<file path="config.mk">
export PLATFORM = sky130hd
export DESIGN_NAME = io_return_path
export DESIGN_NICKNAME = d
export VERILOG_FILES = /design/src/logic/mem_map_pkg.sv /design/src/logic/io_return_path.sv
export VERILOG_INCLUDE_DIRS = /design/src /design/src/logic
export SDC_FILE = /design/constraint.sdc
export NUM_CORES = 1
export LEC_CHECK = 0
export BUFFER_PORTS_ARGS = -buffer_cell sky130_fd_sc_hd__buf_4
export CAP_MARGIN = 25
export CORE_MARGIN = 5
export CORE_UTILIZATION = 41
export DETAILED_ROUTE_END_ITERATION = 10
export PLACE_DENSITY = 0.8
export SLEW_MARGIN = 5
export SYNTH_ARGS = -nofsm -noshare
export SYNTH_HDL_FRONTEND = slang
export SYNTH_SLANG_ARGS = --single-unit
</file>
<file path="constraint.sdc">
create_clock -name clk -period 1.6 [get_ports clk]
set_input_delay 0.4 -clock clk [delete_from_list [all_inputs] [get_ports clk]]
set_output_delay 0.4 -clock clk [all_outputs]
set_load 0.02 [all_outputs]
</file>
<file path="src/logic/mem_map_defines.svh">
// RAM depth must stay below both I/O addresses and fit in the 9 bit RAM index
`ifndef MEM_MAP_DEFINES_SVH
`define MEM_MAP_DEFINES_SVH

//////////////////////////////////////////////////////////////////////
// word and address widths
//////////////////////////////////////////////////////////////////////

`define MM_DATA_WIDTH 16       // one data word
`define MM_ADDR_WIDTH 16       // full port address

//////////////////////////////////////////////////////////////////////
// address map
//////////////////////////////////////////////////////////////////////

`define MM_RAM_DEPTH 510       // RAM words at 0..509
`define MM_RAM_INDEX_WIDTH 9   // enough bits for 0..509

`define MM_IO_IN_ADDR 510      // read-only input word
`define MM_IO_OUT_ADDR 511     // output register

// anything from 512 up is unmapped, reads give zero

`endif

</file>
<file path="src/logic/mem_map_pkg.sv">
// request types for both ports; region encoding is fixed at 2 bits and the RAM index at 9
`include "mem_map_defines.svh"

package mem_map_pkg;

  //////////////////////////////////////////////////////////////////////
  // decode results
  //////////////////////////////////////////////////////////////////////

  typedef enum logic [1:0] {
    REGION_RAM    = 2'd0,  // 0..509
    REGION_IO_IN  = 2'd1,  // input word
    REGION_IO_OUT = 2'd2,  // output register
    REGION_NONE   = 2'd3   // unmapped
  } region_e;

  typedef enum logic {
    OP_READ  = 1'b0,
    OP_WRITE = 1'b1
  } access_op_e;

  // one port's request for one cycle
  typedef struct packed {
    region_e                          region;
    access_op_e                       op;
    logic [`MM_RAM_INDEX_WIDTH-1:0]   ram_index;  // low address bits
    logic [`MM_DATA_WIDTH-1:0]        wdata;
  } mm_req_t;

endpackage

</file>
<file path="src/logic/io_return_path.sv">
// one output register only; reads of the I/O words see the value before the same edge's write
`timescale 1ns/1ps
`include "mem_map_defines.svh"

module io_return_path
  import mem_map_pkg::*;
(
  input  logic                      clk,
  input  logic                      rst_n,
  input  mm_req_t                   req_a,
  input  mm_req_t                   req_b,
  input  logic [`MM_DATA_WIDTH-1:0] ram_q_a,
  input  logic [`MM_DATA_WIDTH-1:0] ram_q_b,
  input  logic [`MM_DATA_WIDTH-1:0] input_data,
  output logic [`MM_DATA_WIDTH-1:0] read_data_a,
  output logic [`MM_DATA_WIDTH-1:0] read_data_b,
  output logic [`MM_DATA_WIDTH-1:0] io_output_data
);

  region_e                   region_q_a;
  region_e                   region_q_b;
  logic [`MM_DATA_WIDTH-1:0] in_q;
  logic [`MM_DATA_WIDTH-1:0] out_snap;
  logic                      wr_out_a;
  logic                      wr_out_b;

  //////////////////////////////////////////////////////////////////////
  // output register
  //////////////////////////////////////////////////////////////////////

  assign wr_out_a = (req_a.region == REGION_IO_OUT) && (req_a.op == OP_WRITE);
  assign wr_out_b = (req_b.region == REGION_IO_OUT) && (req_b.op == OP_WRITE);

  always_ff @(posedge clk or negedge rst_n) begin
    if (!rst_n) begin
      io_output_data <= '0;
    end else if (wr_out_a) begin
      io_output_data <= req_a.wdata;  // A has priority
    end else if (wr_out_b) begin
      io_output_data <= req_b.wdata;
    end
  end

  //////////////////////////////////////////////////////////////////////
  // read-side registers
  //////////////////////////////////////////////////////////////////////

  // region of each read, NONE in reset keeps read data at zero
  always_ff @(posedge clk or negedge rst_n) begin
    if (!rst_n) begin
      region_q_a <= REGION_NONE;
      region_q_b <= REGION_NONE;
    end else begin
      region_q_a <= req_a.region;
      region_q_b <= req_b.region;
    end
  end

  // shared by both ports, both read the same edge
  always_ff @(posedge clk) begin
    in_q     <= input_data;      // input word at the read edge
    out_snap <= io_output_data;  // old value, before this edge's write
  end

  //////////////////////////////////////////////////////////////////////
  // read data select
  //////////////////////////////////////////////////////////////////////

  function automatic logic [`MM_DATA_WIDTH-1:0] pick_read(
    input region_e                   region,
    input logic [`MM_DATA_WIDTH-1:0] ram_q,
    input logic [`MM_DATA_WIDTH-1:0] in_word,
    input logic [`MM_DATA_WIDTH-1:0] out_word
  );
    logic [`MM_DATA_WIDTH-1:0] result;
    case (region)
      REGION_RAM:    result = ram_q;
      REGION_IO_IN:  result = in_word;
      REGION_IO_OUT: result = out_word;
      default:       result = '0;  // unmapped
    endcase
    return result;
  endfunction

  assign read_data_a = pick_read(region_q_a, ram_q_a, in_q, out_snap);
  assign read_data_b = pick_read(region_q_b, ram_q_b, in_q, out_snap);

endmodule

</file>
After elaboration in Yosys (flattened, before gate mapping)
Index checks and enable logic that the tools add are counted.

operators by class
  equal/unequal tests = 6
  multiplexer cells = 4
  reductions and logical operators = 5

operators with widths
  cell                                                             count
  16-bit one-hot mux with 3 select lines                           2
  16-bit 2-to-1 mux                                                2
  2-bit == test, second input constant                             4
  2-bit by 1-bit == test with 1-bit output, second input constant  2
  2-bit logical NOT                                                2
  1-bit logical AND                                                2
  2-bit nonzero test                                               1

storage, ports and cells
  bits in registers = 52
  input bits = 106
  word-level logic and storage cells = 20

Depth between registers and ports, before layout
Gate-level depths: netlist of run 1.

  word-level depth = 4
  mapped depth = 6

Worst setup path before layout of run 1
OpenSTA, ideal clock, no wires.

  path kind = flip-flop to output port
  from = reg region_q_b[0]
  to = out read_data_b[0]
  data arrival time = 1.376 ns
  data required time = 1.200 ns
  slack = -0.176 ns
  stages on the path, launching flop included = 5
  cell sequence = dfstp_2 > buf_4 > buf_6 > mux2i_1 > o21ai_0

on the way
  cells in the longest elaborated chain, start to end = 2

ends and longest elaborated chain
  item                                         RTL line              text
  start, declared                              io_return_path.sv:21  region_e region_q_b;
  start signal, assigned                       io_return_path.sv:55  region_q_b <= req_b.region;
  2-bit == test, or another cell as far along  io_return_path.sv:76  case (region)
  16-bit one-hot mux with 3 select lines (*)   io_return_path.sv:76
  end, declared                                io_return_path.sv:16  output logic [`MM_DATA_WIDTH-1:0] read_data_b,

Every way passes the cells marked *; elsewhere a longest branch is shown, timed or not.

Worst setup path after layout of run 1
  from = reg region_q_a[1]
  to = out read_data_a[4]

on the way
  cells in the longest elaborated chain, start to end = 2

ends and longest elaborated chain
  item                                         RTL line              text
  start, declared                              io_return_path.sv:20  region_e region_q_a;
  start signal, assigned                       io_return_path.sv:54  region_q_a <= req_a.region;
  2-bit == test, or another cell as far along  io_return_path.sv:76
  16-bit one-hot mux with 3 select lines (*)   io_return_path.sv:76
  end, declared                                io_return_path.sv:15  output logic [`MM_DATA_WIDTH-1:0] read_data_a,

Marks and branches as above.

==> impl_metrics.yaml, run 1 <==
worst_setup_path:
  path_class: "reg2out"
  critPathTopFamily: "flip-flops"
  slowest_delay_ns: 0.61
  critPathBufInv: 2
  cp-end-kind: "output port"
  r2r-start: "io_output_data[5]$_DFFE_PN0P_"
  r2r_end: "io_output_data[5]$_DFFE_PN0P_"
  slowest_stage: "dfstp_2"
  rrSetupSlack_ns: 0.87
  arrival_ns: 1.55
  crit_fanout: 6
  reg2reg_depth: 2
  crit_required_ns: 1.20
  crit_chain: "buf_6, mux2i_1, o21ai_1, buf_4"
  start_kind: "register"
min_path:
  hold_path_depth: 1
  hold_path.class: "in2reg"
  hold_path_end: "in_q[14]$_DFF_P_"
  holdCritStartpoint: "input_data[14]"
layout:
  fin_nets: 480
  area_growth_pct: 62.7
  drive_gt1_share_pct: 51.5
  final_common_cell: "buf_4"
  design_area_sq_mm: 0.00357
  n_antenna_cell: 0
  final_cell_mix: "buf_4 (133), nand2_1 (64), dfxtp_1 (32)"
routing:
  via_per_inst: 4.97
  drc_errors: 0
  wl_per_cell_um: 16.3
  drt-initial-drc-count: 107
  wl_mm: 7.25
  antenna_left: 0
  vias: 2211
  firstDrtPassIters: 4
global_route:
  antenna_found_initial: 0
  grt_pass1_vias: 2276
  grt_usage_pct: 20.0
  grt_max_degree: 33
  gr-total-overflow: 0
  grt_pass1_wl_mm: 11.2
yosys:
  ys_seq_elements: 52
  synth_nets: 339
  yosysWarningCount: 0
  avgSynthCellArea_sq_um: 9.42
  synth_cells: 233
  syn_area_sq_mm: 0.00220
  yosysSeqAreaShare_pct: 52.2
  yosysUniqueCellTypes: 18
sta:
  drv_slew: 0
  hold_viol_final: 0
  setup-violations-final: 32
  finalCritPeriodShare_pct: 122
  slew_headroom_pct: 75.3
  setup_ws_ns: -0.349
  fmax_mhz: 513
  rsz0062_at_grt: "yes"
  clock_skew_ns: 0.00620
  worstMarginPinSlew_ns: 0.369
  fin_crit_ns: 1.95
  fin_hold_ws_ns: 0.190
placement:
  placed_area_sq_mm: 0.00335
  dp_hpwl_mm: 5.53
  gp_congestion: 0.840
  io_buffers: 135
clock_network:
  clock-sinks: 52
  insertion_delay_ns: 0.30
  post_cts_buffers: 0
  htreeDepth: 2
  clockRootBuffer: "clkbuf_8"
  cts_buffer_depth: 2
  worst_setup_hold_path_clk_slew_ns: 0.10
  cts_tree: "yes"
  numCtsBuffers: 5
floorplanning:
  die_y_um: 83.2
  io_pins: 154
  die_area_sq_mm: 0.00692
  core_sq_mm: 0.00514
  die_width_um: 83.2
  start_util_pct: 42.7
  rows: 26
outcome:
  violations: "negative setup slack"
  status: "finished, violations left"
pwr:
  p_leak_nw: 1.73
  pwr_density_cell_mw_per_mm2: 967
  ir_drop_mv: 0.585
run:
  maxCapViolations: 0
==> cell families (layout without fill, tap and decap cells) <==
logic type      count (synthesis)  after routing  synth area share [%]
mux                            32             32                  14.6
flops                          52             52                  52.2
buf+inv                        16            158                  5.87
compound gates                 48             48                  11.9
simple gates                   85             85                  15.5
==> Yosys cell counts <==
| master | count | area [sq um] |
|---|---|---|
| a31oi_1 | 16 | 100 |
| and3b_1 | 1 | 8.76 |
| nand3b_1 | 1 | 7.51 |
| nor2b_1 | 2 | 12.5 |
| buf_2 | 3 | 15.0 |
| clkbuf_1 | 3 | 11.3 |
| nand2_1 | 64 | 240 |
| nor2_1 | 16 | 60.1 |
| buf_12 | 1 | 20.0 |
| mux2i_1 | 32 | 320 |
| buf_6 | 4 | 45.0 |
| dfstp_2 | 4 | 105 |
| dfrtp_1 | 16 | 400 |
| dfxtp_1 | 32 | 641 |
| o21ai_1 | 16 | 80.1 |
| buf_4 | 5 | 37.5 |
| o21ai_0 | 16 | 80.1 |
| nand3b_2 | 1 | 11.3 |
==> layout make-up <==
cell class / count / area [sq um]
clock buffer: 6 / 82.6
clock inverter: 2 / 15.0
fill: 440 / 1570
multi-input combinational: 165 / 1030
sequential: 52 / 1150
tap: 70 / 87.6
timing repair buffer: 150 / 1210
==> stage by stage <==
step           instances  setup WS, ns  setup TNS (ns)  power [W]  util [%]
3_3_place_gp         435       -0.0488          -0.227    0.00261      65.3
6_report             445        -0.349           -9.73    0.00345      69.5
3_5_place_dp         435       -0.0868          -0.175    0.00263      65.3
4_1_cts              444        -0.345           -9.83    0.00345      68.8
2_1_floorplan        233       -0.0682          -0.166    0.00210         -
5_1_grt              445        -0.409          -11.95    0.00361      69.5
==> flip-flops by register name, summed over array words and instances, names as in the netlist <==
signal,flops
in_q,16
io_output_data,16
out_snap,16
region_q_a,2
region_q_b,2
==> how the worst max path moves through the flow <==
stage	start	to	slack, ns	depth (start not counted)
final	region_q_a[1]$_DFF_PN1_	read_data_a[4]	-0.35	4
after floorplan	region_q_a[1]$_DFF_PN1_	read_data_a[8]	-0.07	4
after global routing	region_q_b[1]$_DFF_PN1_	read_data_b[11]	-0.41	5
after detailed placement	region_q_a[0]$_DFF_PN1_	read_data_a[4]	-0.09	5
after global placement	region_q_a[0]$_DFF_PN1_	read_data_a[4]	-0.05	5
after CTS	region_q_a[1]$_DFF_PN1_	read_data_a[5]	-0.35	4
==> power by group <==
part | total, W | internal, W | switching [W] | leakage [nW]
logic | 0.00105 | 0.000534 | 0.000520 | 1.19
clock network | 0.000789 | 0.000351 | 0.000438 | 0.0434
registers | 0.00161 | 0.00148 | 0.000132 | 0.498
total | 0.00345 | 0.00236 | 0.00109 | 1.73
==> what timing repair did <==
| action | CTS | global route |
|---|---|---|
| pin swaps | 4 | 4 |
| gates resized for setup | 21 | 10 |
| endpoints found under the hold margin | 16 | 0 |
| hold buffers | 1 | 0 |
| setup endpoints to repair | 32 | 32 |
| cloned | 0 | 1 |
==> per-layer routing <==
metal,vias to the layer above,track usage [%],share of wire [%]
li1,1071,-,-
met1,1036,23.0,40
met2,87,36.1,52
met3,17,3.17,4.7
met4,0,9.66,2.7
met5,-,0,0
(Power assumes the default switching activity.)
==> run 2: changes to the inputs <==
--- a/config.mk
+++ b/config.mk
@@ -8,6 +8,7 @@
 export LEC_CHECK = 0
 export BUFFER_PORTS_ARGS = -buffer_cell sky130_fd_sc_hd__buf_4
 export CAP_MARGIN = 25
+export CORE_ASPECT_RATIO = 1.75
 export CORE_MARGIN = 5
 export CORE_UTILIZATION = 41
 export DETAILED_ROUTE_END_ITERATION = 10
==> impl_metrics.yaml, run 2 (synthesis gave the netlist of run 1 again) <==
outcome:
  status: "finished, violations left"
  violations: "negative setup slack"
sta:
  hold_viol_final: 0
  setup-violations-final: 32
  fmax_mhz: 514
  fin_crit_ns: 1.95
  worstMarginPinSlew_ns: 0.372
  setup_ws_ns: -0.346
  finalCritPeriodShare_pct: 122
  rsz0062_at_grt: "yes"
  drv_slew: 0
  clock_skew_ns: 0.00699
  slew_headroom_pct: 75.0
  fin_setup_tns_ns: -9.91
global_route:
  grt_pass1_wl_mm: 10.6
  gr-total-overflow: 0
  grt_usage_pct: 19.8
  antenna_found_initial: 0
  grt_max_degree: 33
  grt_pass1_vias: 2180
clock_network:
  clockRootBuffer: "clkbuf_8"
  cts_buffer_depth: 2
  numCtsBuffers: 5
  post_cts_buffers: 0
  htreeDepth: 2
  worst_setup_hold_path_clk_slew_ns: 0.10
  cts_tree: "yes"
  clock-sinks: 52
  insertion_delay_ns: 0.30
routing:
  met2_length_mm: 4.08
  firstDrtPassIters: 4
  met3_wirelength_um: 342
  wl_per_cell_um: 16.5
  antenna_left: 0
  drc_errors: 0
  routed.top_layer: "met4"
  wl_met1_mm: 2.48
  vias: 2195
  drt-initial-drc-count: 79
  via_per_inst: 5.12
  wl_mm: 7.10
layout:
  drive_gt1_share_pct: 49.7
  final_cell_mix: "buf_4 (126), nand2_1 (64), dfxtp_1 (32)"
  area_growth_pct: 62.8
  n_antenna_cell: 0
  largestRegisters: "in_q x16, io_output_data x16, out_snap x16"
  fin_nets: 479
  final_common_cell: "buf_4"
floorplanning:
  core_sq_mm: 0.00526
  rows: 35
  start_util_pct: 41.8
  die_width_um: 65.3
  die_area_sq_mm: 0.00698
  io_pins: 154
  die_y_um: 107
pwr:
  pwr-share-comb_pct: 31.0
  p_int_w: 0.00234
  pwr-share-clk_pct: 22.0
  ir_drop_mv: 0.556
  switching_share_pct: 31.7
  pwr_density_cell_mw_per_mm2: 957
  switching_power_w: 0.00108
  p_seq_share_pct: 47.0
  p_leak_nw: 1.74
worst_setup_path:
  start_kind: "register"
  critPathTopFamily: "flip-flops"
  crit_required_ns: 1.20
  crit_fanout: 8
  slowest_stage: "dfstp_2"
  cp-end-kind: "output port"
  slowest_delay_ns: 0.61
  arrival_ns: 1.55
  critPathBufInv: 2
  path_class: "reg2out"
  crit_chain: "clkbuf_16, mux2i_1, o21ai_2, buf_6"
placement:
  io_buffers: 135
  place_ws_ns: 0.000893
  gp_congestion: 0.783
  dp_hpwl_mm: 5.45
min_path:
  hold_path.class: "in2reg"
run:
  maxCapViolations: 0
run 2: power by group through the flow:
stage | clock (W) | sequential [W] | combinational, W
finish | 0.000753 | 0.00161 | 0.00106
global route | 0.000835 | 0.00163 | 0.00113
CTS | 0.000774 | 0.00160 | 0.00105
detailed placement | 0 | 0.00162 | 0.000997
global placement | 0 | 0.00161 | 0.000983
floorplan | 0 | 0.00168 | 0.000419
run 2: layout make-up:
class | count | area, sq um
repair buffers | 149 | 1230
multi-input cells | 165 | 1040
flip-flops and latches | 52 | 1150
clock inverters | 2 | 16.3
clock buffers | 6 | 72.6
fillers | 427 | 1680
well taps | 55 | 68.8
run 2: path summary, 6_finish.rpt:
kind,from,to,slack [ns],cells past startpoint
min in group asynchronous,rst_n,io_output_data[2]$_DFFE_PN0P_,0.49,2
hold / removal,input_data[3],in_q[3]$_DFF_P_,0.19,1
setup reg to reg,io_output_data[9]$_DFFE_PN0P_,io_output_data[9]$_DFFE_PN0P_,0.89,2
hold reg to reg,io_output_data[14]$_DFFE_PN0P_,out_snap[14]$_DFF_P_,0.40,0
setup / recovery,region_q_a[1]$_DFF_PN1_,read_data_a[10],-0.35,4
max in group asynchronous,rst_n,region_q_b[1]$_DFF_PN1_,0.84,2
run 2: what timing repair did:
action	in CTS	in global routing
endpoints found under the setup margin	32	32
cloned	1	1
resized for setup	23	8
hold buffers	1	0
endpoints found under the hold margin	16	0
run 2: through the flow:
step	hold WS [ns]	total power (W)	area, sq um	instances	util [%]
CTS	0.185	0.00342	3510	428	66.8
global placement	0.290	0.00260	3320	418	63.2
finish	0.192	0.00342	3580	429	68.0
floorplan	0.104	0.00210	2260	233	-
global route	0.172	0.00360	3580	429	68.0
detailed placement	0.294	0.00262	3320	418	63.2
run 2: layer usage:
layer | vias to the layer above | GRT usage [%]
met1 | 1024 | 20.2
met4 | 0 | 8.46
met2 | 83 | 38.3
met5 | - | 0
li1 | 1073 | -
met3 | 15 | 2.94
